$ cat config.mk
export PLATFORM = sky130hd
export DESIGN_NAME = cdb_top
export DESIGN_NICKNAME = d
export VERILOG_FILES = /design/src/source/cdb_pkg.sv /design/src/source/cdb_if.sv /design/src/source/eu_result_slot.sv /design/src/source/cdb_arbiter.sv /design/src/source/cdb_fifo.sv /design/src/source/rob_writeback.sv /design/src/source/cdb_top.sv
export VERILOG_INCLUDE_DIRS = /design/src /design/src/source
export SDC_FILE = /design/constraint.sdc
export NUM_CORES = 1
export LEC_CHECK = 0
export ABC_AREA = 1
export BUFFER_PORTS_ARGS = -buffer_cell sky130_fd_sc_hd__buf_2
export CAP_MARGIN = 15
export CORE_AREA = 2 2 205 207
export CTS_BUF_LIST = sky130_fd_sc_hd__clkbuf_4
export CTS_CLUSTER_SIZE = 10
export DETAILED_ROUTE_END_ITERATION = 6
export DIE_AREA = 0 0 207 209
export GPL_ROUTABILITY_DRIVEN = 0
export PLACE_DENSITY = 0.83
export SKIP_CTS_REPAIR_TIMING = 1
export SLEW_MARGIN = 20
export SYNTH_ARGS = -nofsm -noshare
export SYNTH_HDL_FRONTEND = slang
export SYNTH_SLANG_ARGS = --single-unit
$ cat constraint.sdc
create_clock -name clk_i -period 4.32 [get_ports clk_i]
set_clock_uncertainty 0.15 [all_clocks]
set_input_delay 0.432 -clock clk_i [delete_from_list [all_inputs] [get_ports clk_i]]
set_output_delay 0.432 -clock clk_i [all_outputs]
set_load 0.01 [all_outputs]
$ cat src/source/cdb_defines.svh
//////////////////////////////////////////////////
// Sizes of the write-back path; ROB depth must be a power of two
//////////////////////////////////////////////////
`ifndef CDB_DEFINES_SVH
`define CDB_DEFINES_SVH

// Execution units, unit 0 is the maximum-priority one
`define CDB_EU_N 4

// Result width carried on the CDB
`define CDB_DATA_W 32

// ROB entries, index wraps naturally
`define CDB_ROB_DEPTH 8

// CDB queue entries between arbiter and ROB
`define CDB_FIFO_DEPTH 4

`endif

$ cat src/source/cdb_pkg.sv
//////////////////////////////////////////////////
// Types shared by the write-back path
//////////////////////////////////////////////////
`include "cdb_defines.svh"

package cdb_pkg;

    // ROB entry index, log2 of the ROB depth
    typedef logic [$clog2(`CDB_ROB_DEPTH)-1:0] rob_idx_t;

    // Execution unit number as seen by the arbiter
    typedef logic [$clog2(`CDB_EU_N)-1:0] eu_sel_t;

    // One finished result on the CDB
    // Field order gives rob_idx in the top bits
    typedef struct packed {
        rob_idx_t               rob_idx;
        logic [`CDB_DATA_W-1:0] value;
        logic                   except;
    } cdb_entry_t;

endpackage

$ cat src/source/cdb_if.sv
//////////////////////////////////////////////////
// Valid/ready link; entry must hold steady while valid waits
//////////////////////////////////////////////////
interface cdb_if #(
    parameter type payload_t = cdb_pkg::cdb_entry_t
);

    // Producer has an entry on the link
    logic     valid;
    // Consumer takes it on this edge
    logic     ready;
    // Payload, stable until the transfer
    payload_t entry;

    // Producer side
    modport source (
        output valid,
        output entry,
        input  ready
    );

    // Consumer side
    modport sink (
        input  valid,
        input  entry,
        output ready
    );

endinterface

$ cat src/source/eu_result_slot.sv
//////////////////////////////////////////////////
// One-entry holding register; a flush drops its result
//////////////////////////////////////////////////
module eu_result_slot (
    input  logic                clk_i,
    input  logic                rst_n_i,
    input  logic                flush_i,
    input  logic                eu_valid_i,
    output logic                eu_ready_o,
    input  cdb_pkg::cdb_entry_t eu_entry_i,
    cdb_if.source               slot
);

    import cdb_pkg::*;

    logic       full_q;
    cdb_entry_t data_q;
    logic       load;
    logic       drain;

    // Arbiter takes the held result this cycle
    assign drain = full_q & slot.ready;

    // Accept when empty or when the old result leaves now
    assign eu_ready_o = ~full_q | slot.ready;
    assign load       = eu_valid_i & eu_ready_o;

    // Valid and payload go straight to the arbiter
    assign slot.valid = full_q;
    assign slot.entry = data_q;

    // Occupancy flag
    always_ff @(posedge clk_i or negedge rst_n_i) begin
        if (!rst_n_i) begin
            full_q <= 1'b0;
        end else if (flush_i) begin
            full_q <= 1'b0;
        end else if (load) begin
            // Refill wins over drain in the same cycle
            full_q <= 1'b1;
        end else if (drain) begin
            full_q <= 1'b0;
        end
    end

    // Payload register
    always_ff @(posedge clk_i) begin
        if (load) begin
            data_q <= eu_entry_i;
        end
    end

endmodule

$ cat src/source/cdb_arbiter.sv
//////////////////////////////////////////////////
// Unit 0 always wins; others are served from a snapshot
// A request leaves the snapshot only on a real transfer
//////////////////////////////////////////////////
`include "cdb_defines.svh"

module cdb_arbiter (
    input  logic  clk_i,
    input  logic  rst_n_i,
    input  logic  flush_i,
    cdb_if.sink   slot [`CDB_EU_N],
    cdb_if.source cdb
);

    import cdb_pkg::*;

    localparam int unsigned EU_N = `CDB_EU_N;

    // Flattened slot signals
    logic [EU_N-1:0] req_a;
    logic [EU_N-1:0] ready_a;
    cdb_entry_t      entry_a [EU_N];

    // Remaining snapshot of units 1 to N-1
    logic [EU_N-1:1] rem_q;
    logic [EU_N-1:1] rem_d;
    logic [EU_N-1:1] cand;

    // Winner
    eu_sel_t         win_sel;
    logic [EU_N-1:0] win_oh;
    logic            xfer;

    // Interface arrays need constant indices
    for (genvar g = 0; g < EU_N; g++) begin : g_slot
        assign req_a[g]      = slot[g].valid;
        assign entry_a[g]    = slot[g].entry;
        assign slot[g].ready = ready_a[g];
    end

    // Reload from live requests only when the snapshot is empty
    assign cand = (|rem_q) ? rem_q : req_a[EU_N-1:1];

    // Unit 0 first, then lowest index in the candidate set
    always_comb begin
        win_sel = '0;
        if (!req_a[0]) begin
            // Descending scan, so the lowest set bit is kept
            for (int i = EU_N - 1; i >= 1; i--) begin
                if (cand[i]) begin
                    win_sel = eu_sel_t'(i);
                end
            end
        end
    end

    // One-hot grant, empty when nobody requests
    always_comb begin
        win_oh = '0;
        if (cdb.valid) begin
            win_oh[win_sel] = 1'b1;
        end
    end

    // CDB side
    assign cdb.valid = req_a[0] | (|cand);
    assign cdb.entry = entry_a[win_sel];
    assign xfer      = cdb.valid & cdb.ready;

    // Only the winner sees the queue's ready
    assign ready_a = win_oh & {EU_N{cdb.ready}};

    // Served bit drops only when its transfer happens
    always_comb begin
        rem_d = cand;
        if (xfer && !req_a[0]) begin
            rem_d[win_sel] = 1'b0;
        end
    end

    // Snapshot register
    always_ff @(posedge clk_i or negedge rst_n_i) begin
        if (!rst_n_i) begin
            rem_q <= '0;
        end else if (flush_i) begin
            rem_q <= '0;
        end else begin
            rem_q <= rem_d;
        end
    end

endmodule

$ cat src/source/cdb_fifo.sv
//////////////////////////////////////////////////
// Circular queue; payload must match the link's entry type
//////////////////////////////////////////////////
`include "cdb_defines.svh"

module cdb_fifo #(
    parameter type payload_t = cdb_pkg::cdb_entry_t
) (
    input  logic  clk_i,
    input  logic  rst_n_i,
    input  logic  flush_i,
    cdb_if.sink   in,
    cdb_if.source out
);

    localparam int unsigned DEPTH = `CDB_FIFO_DEPTH;
    localparam int unsigned PTR_W = (DEPTH > 1) ? $clog2(DEPTH) : 1;
    localparam int unsigned CNT_W = $clog2(DEPTH + 1);

    payload_t         mem [DEPTH];
    logic [PTR_W-1:0] wr_ptr_q;
    logic [PTR_W-1:0] rd_ptr_q;
    logic [CNT_W-1:0] count_q;
    logic             push;
    logic             pop;

    // Ready while there is room, valid while not empty
    assign in.ready  = (count_q != CNT_W'(DEPTH));
    assign out.valid = (count_q != '0);
    assign out.entry = mem[rd_ptr_q];

    assign push = in.valid & in.ready;
    assign pop  = out.valid & out.ready;

    // Pointers and occupancy
    always_ff @(posedge clk_i or negedge rst_n_i) begin
        if (!rst_n_i) begin
            wr_ptr_q <= '0;
            rd_ptr_q <= '0;
            count_q  <= '0;
        end else if (flush_i) begin
            wr_ptr_q <= '0;
            rd_ptr_q <= '0;
            count_q  <= '0;
        end else begin
            if (push) begin
                // Wrap explicitly, depth need not be a power of two
                wr_ptr_q <= (wr_ptr_q == PTR_W'(DEPTH - 1)) ? '0 : wr_ptr_q + 1'b1;
            end
            if (pop) begin
                rd_ptr_q <= (rd_ptr_q == PTR_W'(DEPTH - 1)) ? '0 : rd_ptr_q + 1'b1;
            end
            case ({push, pop})
                2'b10:   count_q <= count_q + 1'b1;
                2'b01:   count_q <= count_q - 1'b1;
                default: count_q <= count_q;
            endcase
        end
    end

    // Storage, written at the write pointer
    always_ff @(posedge clk_i) begin
        if (push) begin
            mem[wr_ptr_q] <= in.entry;
        end
    end

endmodule

$ cat src/source/rob_writeback.sv
//////////////////////////////////////////////////
// ROB table; each allocated index is written back exactly once
//////////////////////////////////////////////////
`include "cdb_defines.svh"

module rob_writeback (
    input  logic                   clk_i,
    input  logic                   rst_n_i,
    input  logic                   flush_i,
    input  logic                   alloc_valid_i,
    output logic                   alloc_ready_o,
    output cdb_pkg::rob_idx_t      alloc_idx_o,
    cdb_if.sink                    wb,
    output logic                   commit_valid_o,
    input  logic                   commit_ready_i,
    output cdb_pkg::rob_idx_t      commit_rob_idx_o,
    output logic [`CDB_DATA_W-1:0] commit_value_o,
    output logic                   commit_except_o
);

    import cdb_pkg::*;

    localparam int unsigned DEPTH = `CDB_ROB_DEPTH;
    localparam int unsigned CNT_W = $clog2(DEPTH + 1);

    // Control state
    rob_idx_t         head_q;
    rob_idx_t         tail_q;
    logic [CNT_W-1:0] count_q;
    logic [DEPTH-1:0] done_q;

    // Result storage
    logic [`CDB_DATA_W-1:0] value_q  [DEPTH];
    logic                   except_q [DEPTH];

    logic alloc_fire;
    logic wb_fire;
    logic commit_fire;

    // Allocation at the tail while not full
    assign alloc_ready_o = (count_q != CNT_W'(DEPTH));
    assign alloc_idx_o   = tail_q;
    assign alloc_fire    = alloc_valid_i & alloc_ready_o;

    // Write port never stalls
    assign wb.ready = 1'b1;
    assign wb_fire  = wb.valid;

    // Head commits once its result is back
    assign commit_valid_o   = (count_q != '0) & done_q[head_q];
    assign commit_rob_idx_o = head_q;
    assign commit_value_o   = value_q[head_q];
    assign commit_except_o  = except_q[head_q];
    assign commit_fire      = commit_valid_o & commit_ready_i;

    // Pointers, occupancy and done bits
    always_ff @(posedge clk_i or negedge rst_n_i) begin
        if (!rst_n_i) begin
            head_q  <= '0;
            tail_q  <= '0;
            count_q <= '0;
            done_q  <= '0;
        end else if (flush_i) begin
            // Whole window dropped, restart from index 0
            head_q  <= '0;
            tail_q  <= '0;
            count_q <= '0;
            done_q  <= '0;
        end else begin
            if (alloc_fire) begin
                tail_q <= tail_q + 1'b1;
            end
            if (commit_fire) begin
                head_q         <= head_q + 1'b1;
                done_q[head_q] <= 1'b0;
            end
            // Written index is live, so never the head being freed
            if (wb_fire) begin
                done_q[wb.entry.rob_idx] <= 1'b1;
            end
            case ({alloc_fire, commit_fire})
                2'b10:   count_q <= count_q + 1'b1;
                2'b01:   count_q <= count_q - 1'b1;
                default: count_q <= count_q;
            endcase
        end
    end

    // Result fields land at the entry's own index
    always_ff @(posedge clk_i) begin
        if (wb_fire) begin
            value_q[wb.entry.rob_idx]  <= wb.entry.value;
            except_q[wb.entry.rob_idx] <= wb.entry.except;
        end
    end

endmodule

$ cat src/source/cdb_top.sv
//////////////////////////////////////////////////
// Write-back path top; per-unit ports are packed, unit 0 first
//////////////////////////////////////////////////
`include "cdb_defines.svh"

module cdb_top (
    input  logic                                    clk_i,
    input  logic                                    rst_n_i,
    input  logic                                    flush_i,
    // Execution unit results
    input  logic [`CDB_EU_N-1:0]                    eu_valid_i,
    output logic [`CDB_EU_N-1:0]                    eu_ready_o,
    input  cdb_pkg::rob_idx_t [`CDB_EU_N-1:0]       eu_rob_idx_i,
    input  logic [`CDB_EU_N-1:0][`CDB_DATA_W-1:0]   eu_value_i,
    input  logic [`CDB_EU_N-1:0]                    eu_except_i,
    // ROB index allocation
    input  logic                                    alloc_valid_i,
    output logic                                    alloc_ready_o,
    output cdb_pkg::rob_idx_t                       alloc_idx_o,
    // CDB broadcast, one pulse per transfer
    output logic                                    cdb_valid_o,
    output cdb_pkg::rob_idx_t                       cdb_rob_idx_o,
    output logic [`CDB_DATA_W-1:0]                  cdb_value_o,
    // In-order commit
    output logic                                    commit_valid_o,
    input  logic                                    commit_ready_i,
    output cdb_pkg::rob_idx_t                       commit_rob_idx_o,
    output logic [`CDB_DATA_W-1:0]                  commit_value_o,
    output logic                                    commit_except_o
);

    import cdb_pkg::*;

    cdb_entry_t eu_entry [`CDB_EU_N];

    // Slot to arbiter, arbiter to queue, queue to ROB
    cdb_if slot_if [`CDB_EU_N] ();
    cdb_if cdb_bus ();
    cdb_if wb_if ();

    // One holding slot per execution unit
    for (genvar g = 0; g < `CDB_EU_N; g++) begin : g_eu
        assign eu_entry[g] = '{
            rob_idx: eu_rob_idx_i[g],
            value:   eu_value_i[g],
            except:  eu_except_i[g]
        };

        eu_result_slot u_slot (
            .clk_i      (clk_i),
            .rst_n_i    (rst_n_i),
            .flush_i    (flush_i),
            .eu_valid_i (eu_valid_i[g]),
            .eu_ready_o (eu_ready_o[g]),
            .eu_entry_i (eu_entry[g]),
            .slot       (slot_if[g])
        );
    end

    cdb_arbiter u_arbiter (
        .clk_i   (clk_i),
        .rst_n_i (rst_n_i),
        .flush_i (flush_i),
        .slot    (slot_if),
        .cdb     (cdb_bus)
    );

    cdb_fifo u_fifo (
        .clk_i   (clk_i),
        .rst_n_i (rst_n_i),
        .flush_i (flush_i),
        .in      (cdb_bus),
        .out     (wb_if)
    );

    rob_writeback u_rob (
        .clk_i            (clk_i),
        .rst_n_i          (rst_n_i),
        .flush_i          (flush_i),
        .alloc_valid_i    (alloc_valid_i),
        .alloc_ready_o    (alloc_ready_o),
        .alloc_idx_o      (alloc_idx_o),
        .wb               (wb_if),
        .commit_valid_o   (commit_valid_o),
        .commit_ready_i   (commit_ready_i),
        .commit_rob_idx_o (commit_rob_idx_o),
        .commit_value_o   (commit_value_o),
        .commit_except_o  (commit_except_o)
    );

    // Broadcast copy, high only when the queue takes the entry
    assign cdb_valid_o   = cdb_bus.valid & cdb_bus.ready;
    assign cdb_rob_idx_o = cdb_bus.entry.rob_idx;
    assign cdb_value_o   = cdb_bus.entry.value;

endmodule

======== Word level (Yosys, flattened, before mapping) ========
Memory sizes are Yosys's and may differ from the RTL's.
Cells that the tools add are included.
cells by class
  $add $sub $neg .......................... 8
  multipliers ............................. 0
  div/mod/pow operators ................... 0
  $lt $le $gt $ge ......................... 7
  equality and inequality tests ........... 8
  shifts and indexed selects .............. 0
  multiplexer cells ....................... 53
  bitwise gates (word level) .............. 28
  reductions and logical operators ........ 19
operators by type and width
  kind                   number
  $bmux W36 S2           1
  $mux W36               2
  $mux W8                4
  $mux W3                8
  $reduce_bool A3 Y1     7
  $mux W1                20
  $mux W2                10
  $and A1 B1 Y1          12
  $add A3 B1 Y3 const B  3
  $and A8 B8 Y8          1
  $eq A2 B2 Y1 const B   4
  $lt A3 B4 Y1 const B   2
  $mux W4                2
  $not A8 Y8             1
  $or A8 B8 Y8           1
  $pmux W4 S2            1
  $reduce_bool A2 Y1     4
  $demux W1 S3           2
  $ge A3 B1 Y1 const B   2
  $pmux W3 S2            1
  $reduce_or A3 Y1       2
  $or A1 B1 Y1           5
  $add A2 B1 Y2 const B  2
  $add A4 B1 Y4 const B  1
  18 further kinds       25
word-level totals
  register bits after elaboration ......... 176
  latch bits .............................. 0
  RAM bits ................................ 408
  memory bits (read-only) ................. 0
  bits of input ports ..................... 153
  output and inout port bits .............. 81
  logic and storage cells ................. 150
  memories ................................ 3
memories
  memory          words  bits a word  read ports  clocked after memory_dff  wr ports  RTL line             source
  u_rob.value_q   8      32           1           0                         1         rob_writeback.sv:33  logic [`CDB_DATA_W-1:0] value_q [DEPTH];
  u_fifo.mem      4      36           1           0                         1         cdb_fifo.sv:20       payload_t mem [DEPTH];
  u_rob.except_q  8      1            1           0                         1         rob_writeback.sv:34  logic except_q [DEPTH];

======== Longest topological paths before layout ========
  depth after elaboration ................. 16
  depth in mapped cells ................... 18

======== By module ========
Synthesis repeated with hierarchy kept, for this count alone.
unflattened totals
  cells, all modules ...................... 1739
  area, all modules ....................... 23301.1 µm²
modules (own cells, without submodules)
  module          instances  cells each  area each (µm²)  sequential area each (µm²)
  rob_writeback   1          730         10791.6          8378.0
  cdb_fifo        1          411         5814.3           4499.3
  eu_result_slot  4          42          1133.6           1106.1
  cdb_arbiter     1          428         2153.3           75.1
  cdb_top         1          2           7.5              0.0

======== Worst setup path after synthesis ========
No wires, ideal clock.
  kind .................................... register to register
  from .................................... register g_eu[1].u_slot.full_q
  to ...................................... register g_eu[3].u_slot.data_q (netlist bit g_eu[3].u_slot.slot.entry[0]) (enable)
  library setup time ...................... 441 ps
  arrival time ............................ 2941 ps
  slack ................................... 788 ps
  cell stages (with the launch flop) ...... 10
  clock period less this slack ............ 3532 ps
  path through ............................ dfrtp_1 nand3_1 nand2_1 nor2_2 inv_1 nor2_1 inv_2 nor2_8 nand2_1 a21oi_1
between the ends
  longest elaborated chain between the ends .. 11
  elaborated cells between the ends (all ways) .. 14
  classes of those cells .................. order compare (2); mux (6); bitwise (4); reduce/logical (2)
ends and longest elaborated chain
  item                                                                RTL line              source
  start: declaration                                                  eu_result_slot.sv:16  logic full_q;
  start signal: assignment                                            eu_result_slot.sv:35  full_q <= 1'b0;
  start signal: assignment                                            eu_result_slot.sv:37  full_q <= 1'b0;
  start signal: assignment                                            eu_result_slot.sv:40  full_q <= 1'b1;
  $mux W3 (*)                                                         cdb_arbiter.sv:42     assign cand = (|rem_q) ? rem_q : req_a[EU_N-1:1];
  $mux W2                                                             cdb_arbiter.sv:50     if (cand[i]) begin
  $mux W2                                                             cdb_arbiter.sv:47     if (!req_a[0]) begin
  $lt A2 B3 Y1 (implied by the code) or $ge A2 B1 Y1 (tied branches)  cdb_arbiter.sv:61     win_oh[win_sel] = 1'b1;
  $logic_and A1 B1 Y1 (implied by the code)                           cdb_arbiter.sv:61
  $mux W1 (implied by the code)                                       cdb_arbiter.sv:61
  $demux W1 S2                                                        n/a
  $mux W4 (*)                                                         cdb_arbiter.sv:60     if (cdb.valid) begin
  $and A4 B4 Y4 (*)                                                   cdb_arbiter.sv:71     assign ready_a = win_oh & {EU_N{cdb.ready}};
  $or A1 B1 Y1 (*)                                                    eu_result_slot.sv:25  assign eu_ready_o = ~full_q | slot.ready;
  $and A1 B1 Y1 (*)                                                   eu_result_slot.sv:26  assign load = eu_valid_i & eu_ready_o;
  named net g_eu[3].u_slot.load                                       eu_result_slot.sv:18  logic load;
  end signal: assignment                                              eu_result_slot.sv:49  data_q <= eu_entry_i;
  end: declaration                                                    eu_result_slot.sv:17  cdb_entry_t data_q;
Mark *: on every way through the listed nets, which the timed path passes. The rest lies on a longest branch.
A chain may end at the register's enable or synchronous reset.

======== Final worst setup path ========
  from .................................... register g_eu[1].u_slot.full_q
  to ...................................... output port cdb_rob_idx_o[0]
between the ends
  longest elaborated chain between the ends .. 7
ends and longest elaborated chain
  item                                         RTL line           source
  $mux W3                                      cdb_arbiter.sv:42
  $mux W2                                      cdb_arbiter.sv:50
  $mux W2                                      cdb_arbiter.sv:47
  $not A2 Y3 (implied by the code)             cdb_arbiter.sv:67  assign cdb.entry = entry_a[win_sel];
  $bmux W36 S2                                 cdb_arbiter.sv:67
  $mux W36 (implied by the code) (2 in a row)  cdb_arbiter.sv:67
  end: declaration                             cdb_top.sv:22      output cdb_pkg::rob_idx_t cdb_rob_idx_o,
Every way passes these cells. The select of a mux whose other input is x is not followed.

==> impl_metrics.env <==
export IMPL_maxSlewHeadroom_pct=28.4
export IMPL_muxShareOfSynthArea_pct=0
export IMPL_die_area_mm2=0.0433
export IMPL_cts_buffers=144
export IMPL_synthFlopType="edfxtp_1"
export IMPL_hold_viol_final=0
export IMPL_layout_common_cells="edfxtp_1 (552), buf_2 (233), nand2_1 (207), clkbuf_4 (205), dlygate4sd3_1 (157)"
export IMPL_fin_ws_ns=0.0420
export IMPL_post_route_util_pct=65.8
export IMPL_via_count=15500
export IMPL_ys_ff_latch=584
export IMPL_die_w_um=207
export IMPL_async_reset_ff_share_pct=5.48
export IMPL_critPathLaunchType="flop"
export IMPL_syn_num_nets=1672
export IMPL_io_pins=234
export IMPL_cp_required_ns=3.74
export IMPL_clock_fmax_mhz=234
export IMPL_root_buffer="clkbuf_4"
export IMPL_grt_pass1_wl_mm=80.0
export IMPL_crit_family="simple AND/OR/NAND/NOR gates"
export IMPL_drt_pass1_iter_count=7
export IMPL_synth_top_family_by_area="compound AO/OA/AOI/OAI gates"
export IMPL_synth_xor_area_share_pct=0.0788
export IMPL_synthSimpleGateAreaFrac_pct=7.92
export IMPL_status="finished with violations"
export IMPL_overflow=0
export IMPL_synth_area_mm2=0.0222
export IMPL_synthAdderAreaFrac_pct=0.687
export IMPL_insertion_delay_ns=0.84
export IMPL_cts_tree="yes"
export IMPL_wl_per_cell_um=23.2
export IMPL_ant_nets=0
export IMPL_crit_chain="nand3_1, nand2_1, nor2_2, inv_1, nor2_1, inv_2, nor2_8, nand2_1, o211ai_1, buf_2"
export IMPL_synth_warnings=0
export IMPL_arrival_ns=3.70
export IMPL_critPathCaptureType="output pin"
export IMPL_crit_start="g_eu[1].u_slot.slot.valid"
export IMPL_fin_crit_ns=4.28
export IMPL_synth_seq_area_share_pct=78.2
export IMPL_r2r_start="g_eu[1].u_slot.slot.valid"
export IMPL_yosys_cell_types_count=42
export IMPL_synth_avg_cell_area_um2=14.7
export IMPL_h_tree_depth=4
export IMPL_grt_usage_pct=24.3
export IMPL_worst_pin_slew_ns=1.07
export IMPL_grt_max_degree=48
export IMPL_num_fill_cells=2643
export IMPL_die_y_um=209
export IMPL_place_ws_ns=0.871
export IMPL_cpMostUsedCell="nand2_1"
export IMPL_setup_viol=0
export IMPL_slew_violations=0
export IMPL_layout_drive_gt1_share_pct=25.0
export IMPL_hp_class="in -> async"
export IMPL_maxCapViolCount=0
export IMPL_nets=2129
export IMPL_synth_edf_count=552
export IMPL_ir_worst_vdd_uv=356
export IMPL_multi_input_area_mm2=0.00407
export IMPL_slowest_delay_ns=0.61
export IMPL_row_count=75
export IMPL_vias_per_cell=5.92
export IMPL_cellLeakagePower_nw=10.0
export IMPL_seq_area_mm2=0.0174
export IMPL_cts_max_path_buffers=3
export IMPL_drc=7
export IMPL_grt_antenna_before_repair=1
export IMPL_cts_reportedPaths_clkPinSlew_ns=0.06
export IMPL_io_buffers=233
export IMPL_first_iter_violations=1884
export IMPL_syn_inst=1508
export IMPL_area_growth_pct=22.2
export IMPL_initial_core_util_pct=53.8
export IMPL_synth_compound_area_share_pct=9.30
export IMPL_power_density_mw_per_mm2=668
export IMPL_crit_type="reg -> out"
export IMPL_grt_pass1_vias=14500
export IMPL_fp_coreArea_mm2=0.0413
export IMPL_crit_slowest_cell="nor2_8"
export IMPL_critPathMaxFanout=37
export IMPL_cts_sinks=584
export IMPL_dpl_hpwl_mm=32.2
export IMPL_drt_wl_total_mm=60.5
export IMPL_critPathBufInv=3
export IMPL_layout_commonest_cell="edfxtp_1"
export IMPL_violations="DRC"
export IMPL_period_share_pct=99.0
-- routing by layer --
layer  wire, µm  global-route usage, %  vias to the layer above
met5          0                      0                        -
met4       2210                   9.63                        0
met3       7490                   5.80                      180
met2      28800                   39.3                     1288
met1      22000                   32.1                     7357
li1           -                      -                     6627
-- synth_stat cells (2+ instances only) --
cell	n	area share, %
inv_1	58	0.98
dfrtp_1	32	3.6
o21ai_1	2	0.045
o2bb2ai_1	2	0.079
o21ai_0	123	2.8
a22oi_1	35	1.2
nand2_1	207	3.5
buf_1	3	0.051
ha_1	9	0.51
a221oi_1	30	1.2
a32oi_1	2	0.079
a21oi_2	2	0.079
buf_4	42	1.4
nor2_4	2	0.10
fa_1	2	0.18
a22o_1	24	0.95
a21oi_1	31	0.70
xor2_1	2	0.079
nor2_2	6	0.17
nand4_1	36	1.0
o211ai_1	36	1.2
o22ai_1	33	0.93
clkbuf_1	40	0.68
inv_2	8	0.14
nor2_1	129	2.2
nand3_1	25	0.56
edfxtp_1	552	75
buf_2	21	0.47
-- registers in the layout (all words and copies together), names as in the netlist --
signal                  count
g_eu.u_slot.slot.entry    144
g_eu.u_slot.slot.valid      4
u_arbiter.rem_q             3
u_fifo.count_q              3
u_fifo.mem                144
u_fifo.rd_ptr_q             2
u_fifo.wr_ptr_q             2
u_rob.alloc_idx_o           3
u_rob.commit_rob_idx_o      3
u_rob.count_q               4
u_rob.done_q                8
u_rob.except_q              8
u_rob.value_q             256
-- metrics by stage --
step                      setup TNS (ns)  total power, W  instances  instance area (µm²)  hold slack [ns]
after detailed placement               0          0.0134       2201                23800            0.319
after global placement                 0          0.0131       2201                23800            0.307
after CTS                        -0.0829          0.0179       2450                25600           -0.522
final                                  0          0.0182       2608                27200           0.0591
after global routing              -0.205          0.0189       2608                27200           0.0945
after floorplan                        0          0.0116       1508                22200          -0.0136
-- cell families (layout without fill, tap and decap cells) --
| logic type | count (synthesis) | in the layout |
|---|---|---|
| adders and majority gates | 11 | 11 |
| and+or+nand+nor | 414 | 414 |
| other | 0 | 1 |
| buffers and inverters | 174 | 734 |
| xor gates and xnor gates | 2 | 2 |
| AOI/OAI and AO/OA | 323 | 323 |
| DFF | 584 | 584 |
-- area by class of cell --
cell class	instances	share of cell area, %
Sequential cell	584	64.0
Multi-Input combinational cell	750	15.0
Timing Repair Buffer	418	10.9
Clock buffer	205	5.67
Tap cell	539	2.48
Clock inverter	44	1.06
Inverter	67	0.949
Antenna cell	1	0.00921
-- report_power, final --
part	internal (W)	switching [W]	total (W)	leakage (nW)
registers	0.00863	0.000445	0.00908	5.55
clock network	0.00242	0.00220	0.00462	1.08
logic	0.00108	0.00337	0.00445	3.42
total	0.0121	0.00601	0.0182	10.0
-- worst reg2reg max path, delay by kind of cell, from the launching register on --
family	cells	cell delay, ns
simple gates	6	1.49
compound gates	1	0.20
buf+inv	3	0.89
flops	1	0.43
-- path summary, 6_finish.rpt --
| path | to | slack, ns | depth (start not counted) |
|---|---|---|---|
| min in group clk_i | g_eu[3].u_slot.slot.entry[13] | 0.14 | 2 |
| hold reg to reg | u_rob.alloc_idx_o[2] | 0.33 | 1 |
| setup reg to reg | g_eu[3].u_slot.slot.entry[29] | 0.78 | 10 |
| hold / removal | u_rob.count_q[1] | 0.06 | 2 |
| max in group asynchronous | u_fifo.rd_ptr_q[0] | 3.42 | 2 |
| setup / recovery | cdb_rob_idx_o[0] | 0.04 | 10 |
No activity file was read; power rests on OpenSTA's default activity.
